$ cat src/design/icache_cfg_pkg.sv
`default_nettype none

package icache_cfg_pkg;

    localparam int ADDR_W     = 32;
    localparam int WORD_W     = 32;
    localparam int LINE_WORDS = 4;
    localparam int SETS       = 64;
    localparam int WAYS       = 2;

    // address split is tag | index | offset | byte
    localparam int BYTE_W    = $clog2(WORD_W / 8);
    localparam int OFFSET_W  = $clog2(LINE_WORDS);
    localparam int INDEX_W   = $clog2(SETS);
    localparam int TAG_W     = ADDR_W - INDEX_W - OFFSET_W - BYTE_W;
    localparam int WAY_W     = $clog2(WAYS);
    localparam int INDEX_LSB = BYTE_W + OFFSET_W;
    localparam int TAG_LSB   = INDEX_LSB + INDEX_W;

    typedef logic [ADDR_W-1:0]   addr_t;
    typedef logic [WORD_W-1:0]   word_t;
    typedef logic [INDEX_W-1:0]  index_t;
    typedef logic [TAG_W-1:0]    tag_t;
    typedef logic [OFFSET_W-1:0] offset_t;
    typedef logic [WAY_W-1:0]    way_t;
    typedef logic                op_t;

    localparam op_t OP_FETCH = 1'b0;
    localparam op_t OP_INVAL = 1'b1;

    // victim LFSR, must not start at zero
    localparam int                LFSR_W    = 8;
    localparam logic [LFSR_W-1:0] LFSR_SEED = 8'hA5;

    typedef struct packed {
        op_t   op;
        addr_t addr;
    } fetch_req_t;

    typedef struct packed {
        addr_t addr;
        word_t inst;
    } fetch_resp_t;

    typedef struct packed {
        logic    data_we;
        logic    tag_we;
        logic    inval;
        way_t    way;
        index_t  index;
        offset_t offset;
        word_t   word;
        tag_t    tag;
    } array_wr_t;

    function automatic index_t addr_index(input addr_t addr);
        return addr[INDEX_LSB +: INDEX_W];
    endfunction

    function automatic tag_t addr_tag(input addr_t addr);
        return addr[TAG_LSB +: TAG_W];
    endfunction

    function automatic offset_t addr_offset(input addr_t addr);
        return addr[BYTE_W +: OFFSET_W];
    endfunction

endpackage

`default_nettype wire

$ cat src/design/fetch_decode.sv
`timescale 1ns/100ps
`default_nettype none

module fetch_decode (
    input  wire                         clk,
    input  wire                         rst_n,

    input  icache_cfg_pkg::fetch_req_t  req_i,
    input  wire                         req_valid_i,
    output logic                        req_ready_o,

    input  wire                         advance_i,
    input  wire                         busy_i,

    output logic                        dec_valid_o,
    output icache_cfg_pkg::fetch_req_t  dec_req_o,
    output icache_cfg_pkg::index_t      rd_index_o
);

    logic                       dec_valid_q;
    icache_cfg_pkg::fetch_req_t dec_req_q;
    logic                       accept;

    // take a new one when empty or when the held one leaves this edge
    assign req_ready_o = !busy_i && (!dec_valid_q || advance_i);
    assign accept      = req_valid_i && req_ready_o;

    always_ff @(posedge clk) begin
        if (!rst_n) begin
            dec_valid_q <= 1'b0;
        end else if (accept) begin
            dec_valid_q <= 1'b1;
        end else if (advance_i) begin
            dec_valid_q <= 1'b0;
        end
    end

    always_ff @(posedge clk) begin
        if (accept) begin
            dec_req_q <= req_i;
        end
    end

    // keep reading the held set under a stall so the ways stay aligned
    always_comb begin
        if (accept) begin
            rd_index_o = icache_cfg_pkg::addr_index(req_i.addr);
        end else begin
            rd_index_o = icache_cfg_pkg::addr_index(dec_req_q.addr);
        end
    end

    assign dec_valid_o = dec_valid_q;
    assign dec_req_o   = dec_req_q;

endmodule

`default_nettype wire

$ cat config.mk
export PLATFORM = sky130hd
export DESIGN_NAME = fetch_decode
export DESIGN_NICKNAME = d
export VERILOG_FILES = /design/src/design/icache_cfg_pkg.sv /design/src/design/fetch_decode.sv
export SDC_FILE = /design/constraint.sdc
export NUM_CORES = 1
export LEC_CHECK = 0
export BUFFER_PORTS_ARGS = -buffer_cell sky130_fd_sc_hd__buf_2
export CORE_MARGIN = 2
export CORE_UTILIZATION = 40
export CTS_BUF_LIST = sky130_fd_sc_hd__clkbuf_8
export DETAILED_ROUTE_END_ITERATION = 10
export PLACE_DENSITY = 0.78
export SLEW_MARGIN = 20
export SYNTH_ARGS = -nofsm -noshare
export SYNTH_HDL_FRONTEND = slang
export SYNTH_SLANG_ARGS = --single-unit
$ cat constraint.sdc
create_clock -name clk -period 4.6 [get_ports clk]
set_clock_uncertainty 0.2 [all_clocks]
set_input_delay 1.15 -clock clk [delete_from_list [all_inputs] [get_ports clk]]
set_output_delay 1.15 -clock clk [all_outputs]
set_load 0.01 [all_outputs]
==> impl_results.md <==
* Outcome: finished, final reports clean
* Clock Power Share at 43.8%
* Final hold violations at 0
* CP max stage cell: mux2_4
* Critical path endpoint category: output port
* Synth Net Count at 85
* Synth cell types at 9
* Critical path peak fanout at 7
* VDD IR-drop max at 0.282 mV
* Reg power frac at 48.3%
* H-tree depth at 2
* Met1 Use GR at 17.5%
* Period utilization at 73.9%
* PortBufs at 78
* Fill cell count at 205
* Commonest cells after routing, fill and taps aside: buf_2 (78), edfxtp_1 (33), mux2_4 (6), clkbuf_8 (5)
* Pwr Density at 431 nW/um^2
* TNS Setup at 0 ns
* Clock transition at the registers of the reported paths at 0.07 ns
* Met2 Use GR at 21.8%
* Synth Instances at 47
* Die ar. at 3370 um^2
* CTS resizes at 0
* Fin. max-slew vios at 0
* GRT busiest layer: met2
* Final WL at 2370 um
* CTS tree: yes
* Synth Warn # at 0
* Seq cells post-synth at 34
* Cell row count at 19
* Worst Hold Class: reg2reg
* CP max stage delay at 0.31 ns
* Most frequent CP cell: buf_2
* Slew @ Worst Pin at 0.677 ns
* Final Cell Area at 1720 um^2
* Largest net degree at the start of global routing at 34
* Post-synthesis cell area at 1170 um^2
* Critical path class: in2out
* Sw Ratio at 19.0%
* Sw Pwr at 0.141 mW
* Logic gate share of total power at 7.8%
* WP data required at 3.25 ns
* DR WL/cell at 14.5 um
* CTS Sinks at 34
* Total CTS buffers at 5
* CTS Hold Bufs at 0
* Total gr overflow at 0
* Grt met3 use at 8.71%
* Final Net Count at 169
* DRT Pass-1 Iters at 4
* Sequential area share after synthesis at 86.5%
* Overall Global Routing Usage at 14.7%
* Setup Fix Bufs, Post-CTS at 0
* Crit path DAT at 2.05 ns
* Syn avg cell area at 24.9 um^2
* Core ar. at 2760 um^2
* Final ANT Viol Nets at 0
* Vias in the first global route at 698
* DRC viols at 0
* Max-Cap Viols at 0
* Most common cell after layout, fill and taps aside: buf_2
* CTS Buffer Depth at 2
* Unrepaired setup endpoints after global routing: false
* Clock Root Buffer: clkbuf_8
* Vias at 752
* Skew-Pair Late Insertion Delay at 0.28 ns
* Overall die height at 58.1 um
* Placed inst area at 1590 um^2
* Area growth syn-to-layout at 47.5%
* Die Width at 58.1 um
* Initial Util at 42.4%
* Initial antenna violation count at 0
* Startpoint Class: input port
* # setup viols final at 0
* Via-per-instance ratio at 4.61
* Normalized max-slew margin at 54.8%
* Ant. Diodes at 0
* Layout cells sized above 1 at 73.5%
* Io pins at 79
* Crit-path cells: buf_2, nand2b_2, nand2b_4, mux2_4, buf_2
* 1st-iter DRT viols at 15
* Leak Pwr at 0.781 nW
* Fin crit period at 3.40 ns
* GP Congestion at 0.737
* Fmax at 0.294 GHz
* Wire length of the first global-routing pass at 3470 um
* Internal Pwr Total at 0.603 mW
-- per-layer routing --
metal	wire length, um	part of all wire, %
met4	8	0.34
met2	1090	46
met3	329	14
met5	0	0
met1	939	40
-- final timing paths --
| check | cells past startpoint | slack, ns | from | to |
|---|---|---|---|---|
| hold / removal | 2 | 0.35 | dec_valid_o | dec_valid_o |
| setup / recovery | 5 | 1.20 | advance_i | rd_index_o[3] |
| setup reg to reg | 3 | 2.96 | dec_valid_o | dec_req_o[1] |
| hold reg to reg | 2 | 0.35 | dec_valid_o | dec_valid_o |
-- synth_stat cells, drive strengths merged --
| master | instances | area, um^2 |
|---|---|---|
| dfxtp | 1 | 20.0 |
| edfxtp | 33 | 991 |
| a21boi | 1 | 7.51 |
| nand2b | 3 | 36.3 |
| buf | 1 | 11.3 |
| inv | 1 | 3.75 |
| mux2 | 6 | 90.1 |
| and2b | 1 | 8.76 |
-- metrics by stage --
| stage | utilization, % | total power [mW] | std cells | hold slack, ns | worst slack (ns) |
|---|---|---|---|---|---|
| after global routing | 62.5 | 0.772 | 163 | 0.403 | 1.17 |
| after detailed placement | 57.5 | 0.426 | 155 | 0.340 | 1.20 |
| after global placement | 57.5 | 0.423 | 155 | 0.335 | 1.22 |
| after floorplan | - | 0.392 | 47 | 0.360 | 1.40 |
| final | 62.5 | 0.744 | 163 | 0.353 | 1.20 |
| after CTS | 62.5 | 0.753 | 163 | 0.358 | 1.20 |
-- critical path: cells and delay by family --
kind,cells,cell delay [ns]
and+or+nand+nor,2,0.36
buffers and inverters,2,0.23
muxes,1,0.31
-- kinds of logic after synthesis --
group           count (synthesis)  share of synthesized area, %
buf+inv                         2                          1.28
simple gates                    4                          3.85
flops                          34                          86.5
compound gates                  1                         0.643
mux                             6                          7.71
-- registers in the layout, indices dropped and copies added, names as in the netlist --
register / flops
dec_valid_o: 1
dec_req_o: 33
-- area by class of cell --
type / count / area, um^2 / share of cell area, %
Multi-Input combinational cell: 11 / 143 / 8.27
Clock inverter: 3 / 68.8 / 3.99
Timing Repair Buffer: 78 / 390 / 22.6
Inverter: 1 / 3.75 / 0.218
Clock buffer: 5 / 68.8 / 3.99
Tap cell: 31 / 38.8 / 2.25
Sequential cell: 34 / 1010 / 58.6
-- power groups by stage --
stage / sequential (mW) / clock [mW] / combinational, mW
finish: 0.359 / 0.326 / 0.0583
global route: 0.361 / 0.348 / 0.0632
CTS: 0.360 / 0.334 / 0.0595
detailed placement: 0.367 / 0 / 0.0590
global placement: 0.366 / 0 / 0.0572
floorplan: 0.374 / 0 / 0.0189
Note: power is estimated with default switching activity, not from simulation.
