`config.mk`:
```
export PLATFORM = sky130hd
export DESIGN_NAME = hit_select
export DESIGN_NICKNAME = d
export VERILOG_FILES = /design/src/design/icache_cfg_pkg.sv /design/src/design/hit_select.sv
export SDC_FILE = /design/constraint.sdc
export NUM_CORES = 1
export LEC_CHECK = 0
export ABC_CLOCK_PERIOD_IN_PS = 19700
export BUFFER_PORTS_ARGS = -buffer_cell sky130_fd_sc_hd__buf_4
export CORE_AREA = 4 4 166 168
export CTS_CLUSTER_DIAMETER = 50
export DETAILED_ROUTE_END_ITERATION = 10
export DIE_AREA = 0 0 170 172
export PLACE_DENSITY_LB_ADDON = 0.15
export SETUP_SLACK_MARGIN = 0.1
export SYNTH_ARGS = -nofsm -noshare
export SYNTH_HDL_FRONTEND = slang
export SYNTH_SLANG_ARGS = --single-unit
```
`constraint.sdc`:
```
create_clock -name clk -period 19.7 [get_ports clk]
set_clock_uncertainty 0.15 [all_clocks]
set_input_delay 0.985 -clock clk [delete_from_list [all_inputs] [get_ports clk]]
set_output_delay 0.985 -clock clk [all_outputs]
set_load 0.005 [all_outputs]
```
`src/design/icache_cfg_pkg.sv`:
```
`default_nettype none

package icache_cfg_pkg;

    localparam int ADDR_W     = 32;
    localparam int WORD_W     = 32;
    localparam int LINE_WORDS = 4;
    localparam int SETS       = 64;
    localparam int WAYS       = 2;

    // address split is tag | index | offset | byte
    localparam int BYTE_W    = $clog2(WORD_W / 8);
    localparam int OFFSET_W  = $clog2(LINE_WORDS);
    localparam int INDEX_W   = $clog2(SETS);
    localparam int TAG_W     = ADDR_W - INDEX_W - OFFSET_W - BYTE_W;
    localparam int WAY_W     = $clog2(WAYS);
    localparam int INDEX_LSB = BYTE_W + OFFSET_W;
    localparam int TAG_LSB   = INDEX_LSB + INDEX_W;

    typedef logic [ADDR_W-1:0]   addr_t;
    typedef logic [WORD_W-1:0]   word_t;
    typedef logic [INDEX_W-1:0]  index_t;
    typedef logic [TAG_W-1:0]    tag_t;
    typedef logic [OFFSET_W-1:0] offset_t;
    typedef logic [WAY_W-1:0]    way_t;
    typedef logic                op_t;

    localparam op_t OP_FETCH = 1'b0;
    localparam op_t OP_INVAL = 1'b1;

    // victim LFSR, must not start at zero
    localparam int                LFSR_W    = 8;
    localparam logic [LFSR_W-1:0] LFSR_SEED = 8'hA5;

    typedef struct packed {
        op_t   op;
        addr_t addr;
    } fetch_req_t;

    typedef struct packed {
        addr_t addr;
        word_t inst;
    } fetch_resp_t;

    typedef struct packed {
        logic    data_we;
        logic    tag_we;
        logic    inval;
        way_t    way;
        index_t  index;
        offset_t offset;
        word_t   word;
        tag_t    tag;
    } array_wr_t;

    function automatic index_t addr_index(input addr_t addr);
        return addr[INDEX_LSB +: INDEX_W];
    endfunction

    function automatic tag_t addr_tag(input addr_t addr);
        return addr[TAG_LSB +: TAG_W];
    endfunction

    function automatic offset_t addr_offset(input addr_t addr);
        return addr[BYTE_W +: OFFSET_W];
    endfunction

endpackage

`default_nettype wire

```
`src/design/hit_select.sv`:
```
`timescale 1ns/100ps
`default_nettype none

module hit_select (
    input  wire                         clk,
    input  wire                         rst_n,

    input  wire                         dec_valid_i,
    input  icache_cfg_pkg::fetch_req_t  dec_req_i,

    input  icache_cfg_pkg::tag_t  [icache_cfg_pkg::WAYS-1:0] tag_i,
    input  wire                   [icache_cfg_pkg::WAYS-1:0] valid_i,
    input  icache_cfg_pkg::word_t [icache_cfg_pkg::WAYS-1:0][icache_cfg_pkg::LINE_WORDS-1:0] data_i,

    input  wire                         done_i,
    input  icache_cfg_pkg::word_t       fill_word_i,

    output logic                        hit_o,
    output logic                        advance_o,

    output icache_cfg_pkg::fetch_resp_t resp_o,
    output logic                        resp_valid_o,
    input  wire                         resp_ready_i
);

    logic [icache_cfg_pkg::WAYS-1:0] match;
    icache_cfg_pkg::word_t           hit_word;
    icache_cfg_pkg::word_t           load_word;
    logic                            is_fetch;
    logic                            resp_free;
    logic                            load;
    icache_cfg_pkg::fetch_resp_t     resp_q;
    logic                            resp_valid_q;

    assign is_fetch = (dec_req_i.op == icache_cfg_pkg::OP_FETCH);

    always_comb begin
        hit_word = data_i[0][icache_cfg_pkg::addr_offset(dec_req_i.addr)];
        for (int w = 0; w < icache_cfg_pkg::WAYS; w++) begin
            match[w] = valid_i[w]
                       && (tag_i[w] == icache_cfg_pkg::addr_tag(dec_req_i.addr));
            if (match[w]) begin
                hit_word = data_i[w][icache_cfg_pkg::addr_offset(dec_req_i.addr)];
            end
        end
    end

    assign hit_o     = dec_valid_i && is_fetch && (|match);
    assign resp_free = !resp_valid_q || resp_ready_i;
    assign load      = resp_free && (hit_o || done_i);
    assign load_word = done_i ? fill_word_i : hit_word;

    // an invalidate leaves without a response
    assign advance_o = dec_valid_i && (!is_fetch || load);

    always_ff @(posedge clk) begin
        if (!rst_n) begin
            resp_valid_q <= 1'b0;
        end else if (load) begin
            resp_valid_q <= 1'b1;
        end else if (resp_ready_i) begin
            resp_valid_q <= 1'b0;
        end
    end

    always_ff @(posedge clk) begin
        if (load) begin
            resp_q.addr <= dec_req_i.addr;
            resp_q.inst <= load_word;
        end
    end

    assign resp_o       = resp_q;
    assign resp_valid_o = resp_valid_q;

endmodule

`default_nettype wire

```
==> flow_summary.json <==
{
  "remaining_drc_errors": 0,
  "drt_iter0_drc": 164,
  "start_util_pct": 19.4,
  "syn_area_sq_um": 5030,
  "setup_viol": 0,
  "syn2layout_area_growth_pct": 78.1,
  "cts_made_buffers": 9,
  "grt_busiest_layer": "met2",
  "die_h_microns": 172,
  "antenna_cells": 0,
  "antenna_found_initial": 1,
  "cts-root-buf": "clkbuf_16",
  "crit_path_max_fanout": 34,
  "grt_pass1_vias": 5550,
  "timing.final.crit_share_pct": 21.1,
  "critPathArrivalTime_ns": 3.02,
  "critical_path.top_delay_family": "simple AND/OR/NAND/NOR gates",
  "worstMarginPinSlew_ns": 1.07,
  "p_leak_uw": 0.00379,
  "post_cts_buffers": 0,
  "syn_area_per_cell_sq_um": 13.5,
  "fillers": 2657,
  "clk_latency_ns": 0.33,
  "vias_per_cell": 4.55,
  "wl_microns": 24000,
  "rows": 59,
  "cts_tree": "done",
  "startpoint_type": "primary input",
  "layout_common_cells": "buf_4 (442), mux4_2 (64), edfxtp_1 (64)",
  "peakVddDrop_v": 0.0000367,
  "grtUsageMet3_pct": 5.99,
  "gp_congestion": 0.781,
  "relSlewSlack_pct": 28.5,
  "startpoint": "dec_req_i[31]",
  "stdcell_area_sq_um": 8950,
  "maxCapViolCount": 0,
  "fin_tns_setup_ns": 0,
  "critPathKind": "in2out",
  "cts_hold_buf": 0,
  "synth_cells": 372,
  "grt-ovfl-total": 0,
  "rsz0062_at_grt": "no",
  "crit_slowest_cell": "nor2_4",
  "cp.required_ns": 18.57,
  "critical_path_depth": 7,
  "finalHoldViolCount": 0,
  "yosysWarnings": 0,
  "htreeDepth": 3,
  "ys_types": 23,
  "synth-seq-area-share_pct": 38.6,
  "io_pins": 439,
  "reg2reg_to": "resp_o[5]",
  "clkTransAtPathRegs_ns": 0.06,
  "rrSetupSlack_ns": 17.29,
  "drt-pass1-iter-count": 4,
  "run_status": "completed",
  "endpoint": "advance_o",
  "die_area_sq_um": 29200,
  "syn_nets": 744,
  "wl_per_cell_microns": 21.2,
  "synth_seq_cells": 65,
  "grt_max_degree": 66,
  "drive_gt1_share_pct": 66.0,
  "cpPeakStageDelay_ns": 0.85,
  "p_per_area_nw_per_um2": 54.8,
  "dp.final_hpwl_microns": 19600,
  "max_freq_mhz": 240,
  "dp_slack_ns": 15.49,
  "clock_path_buffers": 2,
  "post_cts_resized": 0,
  "rr_worst_depth": 3,
  "portBuffers": 438,
  "finalNetCount": 1163,
  "cts.sinks": 65,
  "final.min_clock_period_ns": 4.16,
  "cp_cell_sequence": "buf_4 > xnor2_1 > nand4_1 > nor2_4 > a21oi_1 > a21oi_1 > buf_4",
  "place_area_sq_um": 8630,
  "die_w_microns": 170,
  "report.final.slew_viol_count": 0,
  "core-area_sq_um": 25900,
  "path_buf_inv": 2,
  "ant_nets": 0,
  "grt_pass1_wl_microns": 33600,
  "met2_usage_pct": 27.4,
  "grt_usage_pct": 15.3,
  "r2r-start": "resp_valid_o",
  "cp-end-kind": "primary output",
  "p_total_uw": 490,
  "globalRouteMet1Util_pct": 17.4,
  "layout_commonest_cell": "buf_4",
  "hold_class": "reg2reg",
  "layout_setup_ws_ns": 15.54,
  "dr_total_vias": 5150
}
[metrics by stage]
step | cells | hold slack (ns) | util [%]
CTS | 1131 | 0.441 | 34.6
global placement | 1115 | 0.431 | 33.3
finish | 1131 | 0.428 | 34.6
detailed placement | 1115 | 0.423 | 33.3
global route | 1131 | 0.484 | 34.6
floorplan | 372 | 0.349 | -
[cell families after synthesis]
family	share of synthesized area, %
simple gates	11.7
compound gates	10.2
flops	38.6
mux	28.7
xor+xnor	7.67
buf+inv	3.11
[sequential cells by signal, summed over array words and instances (netlist names)]
register      flops
resp_o           64
resp_valid_o      1
[worst min path at each step]
stage	start	to	depth (start not counted)
floorplan	resp_valid_o	resp_valid_o	2
global placement	resp_valid_o	resp_valid_o	2
detailed placement	resp_valid_o	resp_valid_o	2
CTS	resp_valid_o	resp_valid_o	2
global route	resp_valid_o	resp_valid_o	2
finish	resp_valid_o	resp_valid_o	2
[cells in the mapped netlist]
cell type,count,share of area (%)
nand2_1,2,0.15
nor2b_1,33,4.1
a21boi_0,1,0.15
and2_0,1,0.12
mux4_2,64,29
buf_2,11,1.1
nand2b_1,33,4.1
xnor2_1,42,7.3
nand4_1,14,1.7
a31oi_1,1,0.12
o21ai_0,1,0.099
edfxtp_1,64,38
clkbuf_1,20,1.5
nor4_1,3,0.37
nor2_1,2,0.15
inv_1,1,0.075
a221o_1,32,6.4
nor4_4,1,0.42
a21oi_1,35,3.5
dfxtp_1,1,0.40
xor2_1,2,0.35
nand3_1,5,0.50
buf_4,3,0.45
[worst min-delay path: stages (launching register included)]
cell and delay, ns:
dfxtp_1 0.31, nand2b_1 0.12, a31oi_1 0.10
[per-layer routing]
metal  wire, microns  up-vias  part of all wire (%)
li1                -     2360                     -
met1            8790     2498                    37
met2           12300      275                    51
met3            2700       15                    11
met4             246        2                   1.0
met5               7        -                 0.029
[where the power goes]
part,total (uW),switching [uW],internal (uW)
sequential,167,2.64,164
combinational,145,50.5,94.8
clock,178,66.8,111
total,490,120,370
[area by class of cell]
cell class	instances	area (sq um)	area share [%]
clock buffer	10	229	2.56
clock inverter	6	92.6	1.03
inverter	1	3.75	0.0419
multi-input combinational	272	2950	32.9
sequential	65	1940	21.7
tap	335	419	4.68
timing repair buffer	442	3320	37.1
(Power assumes the default switching activity.)
