<file path="config.mk">
export PLATFORM = sky130hd
export DESIGN_NAME = refill_ctrl
export DESIGN_NICKNAME = d
export VERILOG_FILES = /design/src/design/icache_cfg_pkg.sv /design/src/design/icache_bus_pkg.sv /design/src/design/refill_ctrl.sv
export SDC_FILE = /design/constraint.sdc
export NUM_CORES = 1
export LEC_CHECK = 0
export ABC_AREA = 1
export BUFFER_PORTS_ARGS = -buffer_cell sky130_fd_sc_hd__buf_2
export CAP_MARGIN = 15
export CORE_ASPECT_RATIO = 1.2
export CORE_MARGIN = 1
export CORE_UTILIZATION = 44
export CTS_BUF_LIST = sky130_fd_sc_hd__clkbuf_4
export DETAILED_ROUTE_END_ITERATION = 10
export PLACE_DENSITY = 0.82
export SYNTH_ARGS = -nofsm -noshare
export SYNTH_HDL_FRONTEND = slang
export SYNTH_SLANG_ARGS = --single-unit
</file>
<file path="constraint.sdc">
create_clock -name clk -period 3.84 [get_ports clk]
set_input_delay 0 -clock clk [delete_from_list [all_inputs] [get_ports clk]]
set_output_delay 0 -clock clk [all_outputs]
set_load 0.05 [all_outputs]
</file>
<file path="src/design/icache_cfg_pkg.sv">
`default_nettype none

package icache_cfg_pkg;

    localparam int ADDR_W     = 32;
    localparam int WORD_W     = 32;
    localparam int LINE_WORDS = 4;
    localparam int SETS       = 64;
    localparam int WAYS       = 2;

    // address split is tag | index | offset | byte
    localparam int BYTE_W    = $clog2(WORD_W / 8);
    localparam int OFFSET_W  = $clog2(LINE_WORDS);
    localparam int INDEX_W   = $clog2(SETS);
    localparam int TAG_W     = ADDR_W - INDEX_W - OFFSET_W - BYTE_W;
    localparam int WAY_W     = $clog2(WAYS);
    localparam int INDEX_LSB = BYTE_W + OFFSET_W;
    localparam int TAG_LSB   = INDEX_LSB + INDEX_W;

    typedef logic [ADDR_W-1:0]   addr_t;
    typedef logic [WORD_W-1:0]   word_t;
    typedef logic [INDEX_W-1:0]  index_t;
    typedef logic [TAG_W-1:0]    tag_t;
    typedef logic [OFFSET_W-1:0] offset_t;
    typedef logic [WAY_W-1:0]    way_t;
    typedef logic                op_t;

    localparam op_t OP_FETCH = 1'b0;
    localparam op_t OP_INVAL = 1'b1;

    // victim LFSR, must not start at zero
    localparam int                LFSR_W    = 8;
    localparam logic [LFSR_W-1:0] LFSR_SEED = 8'hA5;

    typedef struct packed {
        op_t   op;
        addr_t addr;
    } fetch_req_t;

    typedef struct packed {
        addr_t addr;
        word_t inst;
    } fetch_resp_t;

    typedef struct packed {
        logic    data_we;
        logic    tag_we;
        logic    inval;
        way_t    way;
        index_t  index;
        offset_t offset;
        word_t   word;
        tag_t    tag;
    } array_wr_t;

    function automatic index_t addr_index(input addr_t addr);
        return addr[INDEX_LSB +: INDEX_W];
    endfunction

    function automatic tag_t addr_tag(input addr_t addr);
        return addr[TAG_LSB +: TAG_W];
    endfunction

    function automatic offset_t addr_offset(input addr_t addr);
        return addr[BYTE_W +: OFFSET_W];
    endfunction

endpackage

`default_nettype wire

</file>
<file path="src/design/icache_bus_pkg.sv">
`default_nettype none

package icache_bus_pkg;

    localparam int WB_ADR_W = 32;
    localparam int WB_DAT_W = 32;

    // classic cycle, master side
    typedef struct packed {
        logic                cyc;
        logic                stb;
        logic                we;
        logic [WB_ADR_W-1:0] adr;
    } wb_req_t;

    typedef struct packed {
        logic                ack;
        logic [WB_DAT_W-1:0] dat;
    } wb_rsp_t;

    // bus parked between refills
    localparam wb_req_t WB_REQ_IDLE = '{cyc: 1'b0, stb: 1'b0, we: 1'b0, adr: '0};

endpackage

`default_nettype wire

</file>
<file path="src/design/refill_ctrl.sv">
`timescale 1ns/100ps
`default_nettype none

module refill_ctrl (
    input  wire                         clk,
    input  wire                         rst_n,

    input  wire                         dec_valid_i,
    input  icache_cfg_pkg::fetch_req_t  dec_req_i,
    input  wire                         hit_i,

    output logic                        busy_o,
    output logic                        done_o,
    output icache_cfg_pkg::word_t       fill_word_o,
    output icache_cfg_pkg::array_wr_t   wr_o,

    output icache_bus_pkg::wb_req_t     wb_o,
    input  icache_bus_pkg::wb_rsp_t     wb_i
);

    typedef enum logic [1:0] {
        IDLE,
        INVAL,
        READ,
        DONE
    } state_t;

    state_t                                 state_q;
    state_t                                 state_d;
    icache_cfg_pkg::fetch_req_t             req_q;
    icache_cfg_pkg::offset_t                cnt_q;
    icache_cfg_pkg::word_t                  fill_q;
    logic [icache_cfg_pkg::LFSR_W-1:0]      lfsr_q;
    logic                                   lfsr_fb;
    icache_cfg_pkg::way_t                   victim;
    logic                                   start_miss;
    logic                                   start_inval;
    logic                                   beat_ack;
    logic                                   last_ack;

    assign start_inval = (state_q == IDLE) && dec_valid_i
                         && (dec_req_i.op == icache_cfg_pkg::OP_INVAL);
    assign start_miss  = (state_q == IDLE) && dec_valid_i
                         && (dec_req_i.op == icache_cfg_pkg::OP_FETCH) && !hit_i;
    assign beat_ack    = (state_q == READ) && wb_i.ack;
    assign last_ack    = beat_ack
                         && (cnt_q == icache_cfg_pkg::offset_t'(icache_cfg_pkg::LINE_WORDS - 1));

    always_comb begin
        state_d = state_q;
        case (state_q)
            IDLE: begin
                if (start_inval) begin
                    state_d = INVAL;
                end else if (start_miss) begin
                    state_d = READ;
                end
            end
            INVAL: state_d = IDLE;
            READ: begin
                if (last_ack) begin
                    state_d = DONE;
                end
            end
            DONE: state_d = IDLE;
            default: state_d = IDLE;
        endcase
    end

    always_ff @(posedge clk) begin
        if (!rst_n) begin
            state_q <= IDLE;
            cnt_q   <= '0;
        end else begin
            state_q <= state_d;
            if (state_q == IDLE) begin
                cnt_q <= '0;
            end else if (beat_ack) begin
                cnt_q <= cnt_q + 1'b1;
            end
        end
    end

    // decode holds its request until we are done, so sampling in idle is enough
    always_ff @(posedge clk) begin
        if (state_q == IDLE) begin
            req_q <= dec_req_i;
        end
        if (beat_ack && cnt_q == icache_cfg_pkg::addr_offset(req_q.addr)) begin
            fill_q <= wb_i.dat;
        end
    end

    // x^8 + x^6 + x^5 + x^4 + 1, one step per finished refill
    assign lfsr_fb = lfsr_q[7] ^ lfsr_q[5] ^ lfsr_q[4] ^ lfsr_q[3];
    assign victim  = lfsr_q[icache_cfg_pkg::WAY_W-1:0];

    always_ff @(posedge clk) begin
        if (!rst_n) begin
            lfsr_q <= icache_cfg_pkg::LFSR_SEED;
        end else if (last_ack) begin
            lfsr_q <= {lfsr_q[icache_cfg_pkg::LFSR_W-2:0], lfsr_fb};
        end
    end

    // one classic read per word, cyc held across the whole line
    always_comb begin
        wb_o = icache_bus_pkg::WB_REQ_IDLE;
        if (state_q == READ) begin
            wb_o.cyc = 1'b1;
            wb_o.stb = 1'b1;
            wb_o.adr = {req_q.addr[icache_cfg_pkg::ADDR_W-1:icache_cfg_pkg::INDEX_LSB],
                        cnt_q, {icache_cfg_pkg::BYTE_W{1'b0}}};
        end
    end

    always_comb begin
        wr_o.data_we = beat_ack;
        wr_o.tag_we  = last_ack;
        wr_o.inval   = (state_q == INVAL);
        wr_o.way     = victim;
        wr_o.index   = icache_cfg_pkg::addr_index(req_q.addr);
        wr_o.offset  = cnt_q;
        wr_o.word    = wb_i.dat;
        wr_o.tag     = icache_cfg_pkg::addr_tag(req_q.addr);
    end

    assign busy_o      = (state_q != IDLE) || start_miss || start_inval;
    assign done_o      = (state_q == DONE);
    assign fill_word_o = fill_q;

endmodule

`default_nettype wire

</file>
==> reports/metrics.cfg, run 1 <==
[synth]
synthXorXnorAreaFrac_pct = 0.5395
ys_seq_elements = 74
yosys_warnings = 0
synthesis.area_mm2 = 0.003247
synthCells = 290
ys_top_cells_by_area = edfxtp_1, buf_4, dfxtp_1
yosys.area_share.simple_pct = 11.48
yosysUniqueCellTypes = 19
yosysTopAreaCell = edfxtp_1
syn_avg_cell_area_um2 = 11.20
synth.top_cell.area_share_pct = 57.34
seq_area_frac_synth_pct = 64.74
synth_mux_area_share_pct = 0
synth-adder-area-share_pct = 0.3854
synth_top_family_by_area = buffers and inverters
synth-compound-area-share_pct = 0.7707

[clocking]
cts-root-buf = clkbuf_4
htreeDepth = 3
tritoncts = built
path_clk_slew_ns = 0.11
cts_made_buffers = 9
postCtsSetupBuffers = 0
worstSkewPairLatency_ns = 0.40
cts_buffer_depth = 2
clkSinkCount = 74

[floorplanning]
start_util_pct = 46.53
die_y_um = 96.10
io_pins = 205
row_count = 33
core_area_mm2 = 0.006978
fp.dieW_um = 80.42
die_area_mm2 = 0.007728

[route]
wl_um = 7987
num_vias = 2596
final_antenna_net_count = 0
vias_per_cell = 4.393
drt_first_pass_iters = 4
drt-wirelength-per-cell_um = 13.51
dr.first_iter.drc_count = 115
drc = 0

[final_layout]
antenna_cells = 0
multi_input_area_um2 = 444.2
fin_area_mm2 = 0.004617
area_delta_synth_final_pct = 42.20
mostFrequentLayoutCells = buf_2, dlygate4sd3_1, edfxtp_1
drive_gt1_share_pct = 43.85
seq_area_mm2 = 0.002102
final_common_cell = buf_2
layout.nets = 570
fill_cells = 532

[worst_hold_path]
hold_class = in2reg
hold_depth = 2
hold_end = wr_o[58]
hold_start = dec_req_i[6]

[timing]
rsz0062_at_grt = false
setup_viol = 0
finClkSkew_ns = 0.01058
max_freq_mhz = 411.1
min_period_over_period_pct = 63.35
slew_headroom_pct = 31.57
hold_viol = 0
period_needed_ns = 2.433
setup-tns-final_ns = 0
worst_slew_pin_slew_ns = 1.024
slew_violations = 0

[setup_path]
cpPeakStageDelay_ns = 0.59
crit_type = reg2reg
rr_worst_depth = 6
ff2ff_setup_slack_ns = 1.41
endpoint_kind = register
worst_ep_required_time_ns = 4.15
critPathMaxFanout = 13
cp_slowest_cell = dlygate4sd3_1
crit_path_cell_trace = nor2_2 > nand3_1 > dlygate4sd3_1 > nand3_1 > dlygate4sd3_1 > nor2_1
r2r_start = state_q[1]
r2r-end = state_q[1]
crit_arrival_ns = 2.74
worstSetupStartpointType = register

[pwr]
leakagePower_nw = 2.355
power.total_mw = 1.982
cellPowerDensity_mw_per_mm2 = 429.3
vdd_drop_max_uv = 239.9

[place]
placed_cell_area_mm2 = 0.003831
numPortBuffers = 199
place.detailed.hpwl_um = 5153
place.gp.congestion = 0.7729

[flow_run]
max_cap_viol_count = 0

[grt]
grt_antenna_before_repair = 0
grt_max_degree = 33
grt_pass1_wl_um = 11650
gr-total-overflow = 0
grt.total_usage_pct = 20.73
grt_pass1_vias = 2616

[run_status]
run_status = finished clean

[metal layers]
layer / GRT usage [%] / routed length [µm] / up-vias
li1: - / - / 1258
met1: 18.72 / 2804 / 1171
met2: 41.24 / 4328 / 153
met3: 5.308 / 706 / 14
met4: 10.86 / 148 / 0
met5: 0 / 0 / -
[cell type report]
| cell class | count | area share [%] |
|---|---|---|
| clock buffers | 11 | 1.789 |
| clock inverters | 5 | 0.4878 |
| flip-flops and latches | 74 | 45.53 |
| multi-input cells | 101 | 9.621 |
| inverters | 44 | 3.577 |
| repair buffers | 269 | 36.64 |
| well taps | 87 | 2.358 |
[through the flow]
| step | cells | hold slack [ns] | worst slack [ns] | util (%) |
|---|---|---|---|---|
| 6_report | 591 | 0.3027 | 1.407 | 66.16 |
| 5_1_grt | 591 | 0.2664 | 1.304 | 66.16 |
| 4_1_cts | 591 | 0.2525 | 1.442 | 66.16 |
| 3_5_place_dp | 507 | 0.1781 | 2.074 | 54.90 |
| 3_3_place_gp | 507 | 0.1774 | 2.142 | 54.90 |
| 2_1_floorplan | 292 | 0.09887 | 0.2964 | - |
[synthesized netlist by cell type]
library cell,count
nor2_1,40
nand2_1,37
ha_1,1
buf_6,2
dfxtp_1,12
inv_1,42
a21oi_1,4
xor2_1,2
inv_2,2
nor2_2,1
nor3_1,1
nand4_4,1
o21ai_0,1
nand2_2,1
conb_1,1
nand3_1,9
buf_4,68
buf_2,3
edfxtp_1,62
[how the worst max path moves through the flow]
stage / slack, ns / endpoint / depth (start not counted) / startpoint
after global placement: 2.14 / fill_word_o[22] / 3 / state_q[1]
after floorplan: 0.30 / fill_word_o[0] / 2 / cnt_q[0]
after CTS: 1.44 / state_q[1] / 6 / state_q[1]
final: 1.41 / state_q[1] / 6 / state_q[1]
after global routing: 1.30 / state_q[1] / 6 / state_q[1]
after detailed placement: 2.07 / wb_o[34] / 3 / state_q[1]
[logic make-up (layout without fill, tap and decap cells)]
logic type / Yosys count / in the layout
compound gates: 5 / 5
xor+xnor: 2 / 2
fa+ha+maj: 1 / 1
buf+inv: 117 / 329
flops: 74 / 74
other cells: 1 / 3
simple gates: 90 / 90
[critical path: cells and delay by family, from the launching register on]
kind / cells / cell delay, ns
simple gates: 4 / 0.77
buf+inv: 2 / 1.16
flops: 1 / 0.42
[state kept, by name, summed over array words and instances (netlist names)]
signal	flops
cnt_q	2
fill_word_o	32
lfsr_q	8
state_q	2
req_q	2
wr_o	28
[power by group]
part	internal, mW	switching, mW
clock network	0.141	0.248
logic	0.155	0.473
registers	0.936	0.0291
total	1.23	0.750
[what timing repair did]
item                                    in CTS  in global routing
endpoints found under the setup margin       0                  0
hold buffers                                68                  0
endpoints found under the hold margin       72                  0
gates resized for setup                      0                  0
(Power assumes the default switching activity.)
==> run 2, diff against run 1 <==
--- a/config.mk
+++ b/config.mk
@@ -10,10 +10,10 @@
 export CAP_MARGIN = 15
 export CORE_ASPECT_RATIO = 1.2
 export CORE_MARGIN = 1
-export CORE_UTILIZATION = 44
+export CORE_UTILIZATION = 40
 export CTS_BUF_LIST = sky130_fd_sc_hd__clkbuf_4
 export DETAILED_ROUTE_END_ITERATION = 10
-export PLACE_DENSITY = 0.82
+export PLACE_DENSITY = 0.79
 export SYNTH_ARGS = -nofsm -noshare
 export SYNTH_HDL_FRONTEND = slang
 export SYNTH_SLANG_ARGS = --single-unit
==> constraint.sdc (replaced) <==
create_clock -name clk -period 2.2 [get_ports clk]
set_input_delay 0 -clock clk [delete_from_list [all_inputs] [get_ports clk]]
set_output_delay 0 -clock clk [all_outputs]
set_load 0.05 [all_outputs]
==> run 2 against run 1 <==
- combinational power is 77% higher
- critical endpoint unchanged
- critical path depth unchanged
- via count up 1.7%
- wire length rose by 2.4%
- first-iteration DRC count unchanged
- critical path type unchanged
- the flow now finishes with violations (DRC)
- worst hold slack lost 0.020 ns
- sequential power increased by 74%
- clock-buffer cell count fell by 2
- final area is 2.5% higher
==> reports/metrics.cfg, run 2 (same netlist as run 1, synthesis figures left out) <==
[run_status]
run_status = complete, but fails checks
violations = DRC

[setup_path]
cp_num_buf_inv = 2  ; unchanged
r2r_start = state_q[1]
worstSetupStartpointType = register
crit_arrival_ns = 2.24  ; -0.50 ns
crit_type = reg2reg
worst_ep_required_time_ns = 2.53  ; -1.62 ns
rr_worst_depth = 6  ; unchanged
cp_slowest_cell = dlygate4sd3_1
r2r-end = state_q[1]
crit_top_cell = nand3_1
cpPeakStageDelay_ns = 0.60  ; about the same
ff2ff_setup_slack_ns = 0.29  ; -1.11 ns
endpoint_kind = register
path_delay_family = buffers and inverters
crit_path_cell_trace = nor2_4 > buf_4 > nand3_1 > dlygate4sd3_1 > nand3_1 > nor2_1
critPathMaxFanout = 30  ; +17

[clocking]
path_clk_slew_ns = 0.13  ; +0.02 ns
cts_made_buffers = 9  ; unchanged
clkSinkCount = 74  ; unchanged
worstSkewPairLatency_ns = 0.42  ; +0.02 ns
tritoncts = built
cts_buffer_depth = 2  ; unchanged
cts-root-buf = clkbuf_4
post_cts_resized = 0  ; unchanged
postCtsSetupBuffers = 0  ; unchanged
htreeDepth = 3  ; unchanged
ctsHoldBuffers = 68  ; unchanged

[floorplanning]
fp.dieW_um = 84.25  ; +4.8%
die_y_um = 100.7  ; +4.8%
io_pins = 205  ; unchanged
die_area_mm2 = 0.008483  ; +9.8%
core_area_mm2 = 0.007751  ; +11%
row_count = 35  ; +6.1%
start_util_pct = 41.89  ; -4.6 points

[timing]
period_needed_ns = 1.907  ; -0.5254 ns
hold_viol = 0  ; unchanged
setup_ws_ns = 0.2929  ; -1.115 ns
max_freq_mhz = 524.4  ; +28%
setup_viol = 0  ; unchanged
setup-tns-final_ns = 0  ; unchanged
slew_violations = 0  ; unchanged
finClkSkew_ns = 0.01860  ; +0.008022 ns
rsz0062_at_grt = false
min_period_over_period_pct = 86.69  ; +23 points

[route]
wl_met1_um = 2800  ; -0.14%
top_layer_used = met4
vias_per_cell = 4.420  ; +0.63%
dr.first_iter.drc_count = 115  ; unchanged
drc = 33  ; +33
num_vias = 2639  ; +1.7%
wl_met3_um = 695  ; -1.6%
wl_um = 8176  ; +2.4%
final_antenna_net_count = 0  ; unchanged
route.met2.wl_um = 4387  ; +1.4%
drt_first_pass_iters = 9  ; +5
drt-wirelength-per-cell_um = 13.70  ; +1.3%

[place]
numPortBuffers = 199  ; unchanged
pre_cts_ws_ns = 0.5840  ; -1.490 ns
place.gp.congestion = 0.7680  ; -0.63%
place.detailed.hpwl_um = 5105  ; -0.92%

[worst_hold_path]
hold_depth = 2  ; unchanged
hold_start = dec_req_i[4]
hold_class = in2reg
hold_end = wr_o[56]

[grt]
grt_antenna_before_repair = 0  ; unchanged
gr-total-overflow = 0  ; unchanged
grt_max_degree = 33  ; unchanged
grt.total_usage_pct = 19.15  ; -1.6 points
grt_pass1_vias = 2610  ; -0.23%
grt_pass1_wl_um = 12080  ; +3.7%

[pwr]
cellPowerDensity_mw_per_mm2 = 813.3  ; +89%
vdd_drop_max_uv = 468.1  ; +95%
leakagePower_nw = 2.391  ; +1.5%

[final_layout]
layout.nets = 571  ; +0.18%
mostFrequentLayoutCells = buf_2, dlygate4sd3_1, edfxtp_1
antenna_cells = 0  ; unchanged
area_delta_synth_final_pct = 45.82
drive_gt1_share_pct = 44.36  ; +0.51 points
largest_reg_flops = 32  ; unchanged
final_common_cell = buf_2

[flow_run]
max_cap_viol_count = 0  ; unchanged

run 2: cell types whose count changed in the layout (fill, tap and decap cells not counted), sizes merged:
cell / change
clkinvlp: +3
bufinv: +3
buf: +1
clkinv: -4
clkbuf: -2
run 2: worst max path at each step:
stage / to / from / slack [ns] / depth (start not counted)
floorplan: fill_word_o[0] / cnt_q[0] / 0.06 / 2
global placement: fill_word_o[21] / state_q[1] / 0.62 / 3
detailed placement: fill_word_o[3] / state_q[1] / 0.58 / 3
CTS: state_q[1] / state_q[1] / 0.31 / 6
global route: state_q[1] / state_q[1] / 0.20 / 6
finish: state_q[1] / state_q[1] / 0.29 / 6
run 2: worst reg2reg max path, delay by kind of cell, from the launching register on:
kind          cells  cell delay, ns
simple gates      4            0.42
flops             1            0.44
buf+inv           2            0.97
run 2: report_power, final:
group	switching, mW	internal (mW)	total, mW
logic	0.837	0.272	1.11
clock network	0.488	0.572	1.06
registers	0.0484	1.63	1.68
total	1.37	2.48	3.85
run 2: per-layer routing:
metal | up-vias | GRT usage, %
li1 | 1258 | -
met1 | 1204 | 17.94
met2 | 152 | 36.19
met3 | 25 | 6.388
met4 | 0 | 11.14
met5 | - | 0
run 2: stage by stage:
stage / cells / hold WS (ns) / total power [mW] / utilization [%] / area [µm²]
6_report: 597 / 0.2825 / 3.850 / 61.08 / 4735
5_1_grt: 597 / 0.2431 / 3.998 / 61.08 / 4735
4_1_cts: 597 / 0.2515 / 3.866 / 61.08 / 4735
3_5_place_dp: 513 / 0.1784 / 2.713 / 49.91 / 3869
3_3_place_gp: 513 / 0.1775 / 2.694 / 49.91 / 3869
2_1_floorplan: 292 / 0.09887 / 2.599 / - / 3271
run 2: cell type report:
class / count / area [µm²]
fill: 643 / 3017
clock buffer: 9 / 67.56
multi-input combinational: 101 / 455.4
tap: 92 / 115.1
clock inverter: 7 / 117.6
inverter: 44 / 165.2
timing repair buffer: 270 / 1712
sequential: 74 / 2102
==> run 3, diff against run 2 <==
--- a/config.mk
+++ b/config.mk
@@ -13,7 +13,9 @@
 export CORE_UTILIZATION = 40
 export CTS_BUF_LIST = sky130_fd_sc_hd__clkbuf_4
 export DETAILED_ROUTE_END_ITERATION = 10
+export GPL_TIMING_DRIVEN = 0
 export PLACE_DENSITY = 0.79
+export SETUP_SLACK_MARGIN = 0.3
 export SYNTH_ARGS = -nofsm -noshare
 export SYNTH_HDL_FRONTEND = slang
 export SYNTH_SLANG_ARGS = --single-unit
==> run 3 against run 2 <==
- the run still ends with DRC left
- sequential share of layout area shrank 4.8 points
- final area grew 12%
- non-clock buffer count grew 74
- sequential power is essentially flat
- largest power group unchanged
==> reports/metrics.cfg, run 3 (same netlist as run 1, synthesis figures left out) <==
[setup_path]
worstSetupStartpointType = register
critPathMaxFanout = 5  ; -83%
cpPeakStageDelay_ns = 0.41  ; -0.19 ns
ff2ff_setup_slack_ns = 0.63  ; +0.34 ns
endpoint_kind = output port
crit_arrival_ns = 1.71  ; -0.53 ns
path_delay_family = buffers and inverters
worst_ep_required_time_ns = 2.20  ; -0.33 ns
cp_slowest_cell = dfxtp_2
crit_type = reg2out
crit_path_cell_trace = ha_1 > nand4_4 > inv_1 > buf_4 > buf_2
cp_num_buf_inv = 3  ; +1

[clocking]
path_clk_slew_ns = 0.13  ; about the same
cts_buffer_depth = 2  ; unchanged
tritoncts = built
clkSinkCount = 74  ; unchanged
htreeDepth = 3  ; unchanged
worstSkewPairLatency_ns = 0.40  ; -0.02 ns
cts-root-buf = clkbuf_4
cts_made_buffers = 9  ; unchanged

[route]
wl_um = 9254  ; +13%
dr.first_iter.drc_count = 118  ; +2.6%
final_antenna_net_count = 0  ; unchanged
drt_first_pass_iters = 9  ; unchanged
num_vias = 2943  ; +12%
drc = 34  ; +3.0%
vias_per_cell = 4.379  ; -0.93%
drt-wirelength-per-cell_um = 13.77  ; +0.55%

[final_layout]
final_common_cell = buf_2
stdcell_count = 672  ; +13%
area_delta_synth_final_pct = 63.81
mostFrequentLayoutCells = buf_2, buf_4, dlygate4sd3_1
antenna_cells = 0  ; unchanged
largest_reg_flops = 32  ; unchanged
layout.nets = 646  ; +13%
drive_gt1_share_pct = 51.72  ; +7.4 points

[place]
pre_cts_ws_ns = 0.2966  ; -0.2874 ns
place.gp.congestion = 0.8477  ; +10%
placed_cells = 583  ; +14%
numPortBuffers = 198  ; -0.50%
place.detailed.hpwl_um = 5864  ; +15%

[timing]
setup-tns-final_ns = 0  ; unchanged
hold_viol = 0  ; unchanged
worst_slew_pin_slew_ns = 0.8909
min_period_over_period_pct = 77.86  ; -8.8 points
finClkSkew_ns = 0.01999  ; +0.001385 ns
slew_violations = 0  ; unchanged
period_needed_ns = 1.713  ; -0.1942 ns
rsz0062_at_grt = false
setup_viol = 0  ; unchanged
setup_ws_ns = 0.4871  ; +0.1942 ns
slew_headroom_pct = 40.54
max_freq_mhz = 583.8  ; +11%

[grt]
grt_pass1_wl_um = 13970  ; +16%
grt_max_degree = 23  ; -30%
grt_antenna_before_repair = 0  ; unchanged
grt.total_usage_pct = 21.90  ; +2.8 points
grt_pass1_vias = 2962  ; +13%
gr-total-overflow = 0  ; unchanged

[floorplanning]
io_pins = 205  ; unchanged
core_area_mm2 = 0.007751  ; unchanged
row_count = 35  ; unchanged
die_area_mm2 = 0.008483  ; unchanged
start_util_pct = 41.89  ; unchanged
die_y_um = 100.7  ; unchanged
fp.dieW_um = 84.25  ; unchanged

[pwr]
vdd_drop_max_uv = 469.4  ; +0.28%
p_clk_share_pct = 27.8  ; +0.3 points
sw_frac_of_total_pct = 33.82  ; -1.8 points
comb_power_share_pct = 31.3  ; +2.5 points
power.total_mw = 4.107  ; +6.7%
p_int_mw = 2.718  ; +9.7%
seq_power_share_pct = 40.9  ; -2.8 points
leakagePower_nw = 2.767  ; +16%
p_switching_mw = 1.389  ; +1.2%
cellPowerDensity_mw_per_mm2 = 772.1  ; -5.1%

[run_status]
violations = DRC
run_status = complete, but fails checks

[worst_hold_path]
hold_class = in2reg

[flow_run]
max_cap_viol_count = 0  ; unchanged

run 3: cell type report:
class	count	area, µm²
Multi-Input combinational cell	102	466.7
Clock inverter	7	131.4
Clock buffer	9	67.56
Buffer	73	548.0
Fill cell	560	2432
Tap cell	92	115.1
Timing Repair Buffer	271	1717
Sequential cell	74	2108
Inverter	44	165.2
run 3: worst paths after layout:
| kind | startpoint | end | depth (start not counted) |
|---|---|---|---|
| setup / recovery | cnt_q[1] | wr_o[64] | 5 |
| hold / removal | dec_req_i[9] | wr_o[61] | 2 |
| setup reg to reg | state_q[0] | fill_word_o[11] | 4 |
| hold reg to reg | lfsr_q[6] | lfsr_q[7] | 2 |
run 3: repair_timing:
item | in CTS | in global routing
setup buffers | 1 | 3
gates cloned | 1 | 0
setup endpoints to repair | 23 | 5
pin swaps | 2 | 1
gates resized for setup | 0 | 1
hold buffers | 68 | 0
hold endpoints to repair | 74 | 0
run 3: per-stage QoR:
stage | util (%) | cell area [µm²] | hold WS, ns
finish | 68.62 | 5319 | 0.2982
global route | 68.62 | 5319 | 0.2795
CTS | 68.31 | 5295 | 0.2696
detailed placement | 56.79 | 4402 | 0.1781
global placement | 56.59 | 4387 | 0.1774
floorplan | - | 3281 | 0.09887
run 3: power by group through the flow:
stage | logic [mW] | clock network (mW) | registers [mW]
2_1_floorplan | 0.862 | 0 | 1.74
3_3_place_gp | 1.14 | 0 | 1.70
3_5_place_dp | 1.16 | 0 | 1.71
4_1_cts | 1.26 | 1.17 | 1.68
5_1_grt | 1.34 | 1.22 | 1.69
6_report | 1.28 | 1.14 | 1.68
run 3: layer usage:
metal  share of wire [%]  global-route usage, %  routed length (µm)  vias to the layer above
met1                  35                  22.22                3280                     1352
met5                   0                      0                   0                        -
met2                  54                  42.31                5023                      153
met3                 6.9                  4.505                 636                       24
li1                    -                      -                   -                     1414
met4                 3.4                  11.14                 313                        0
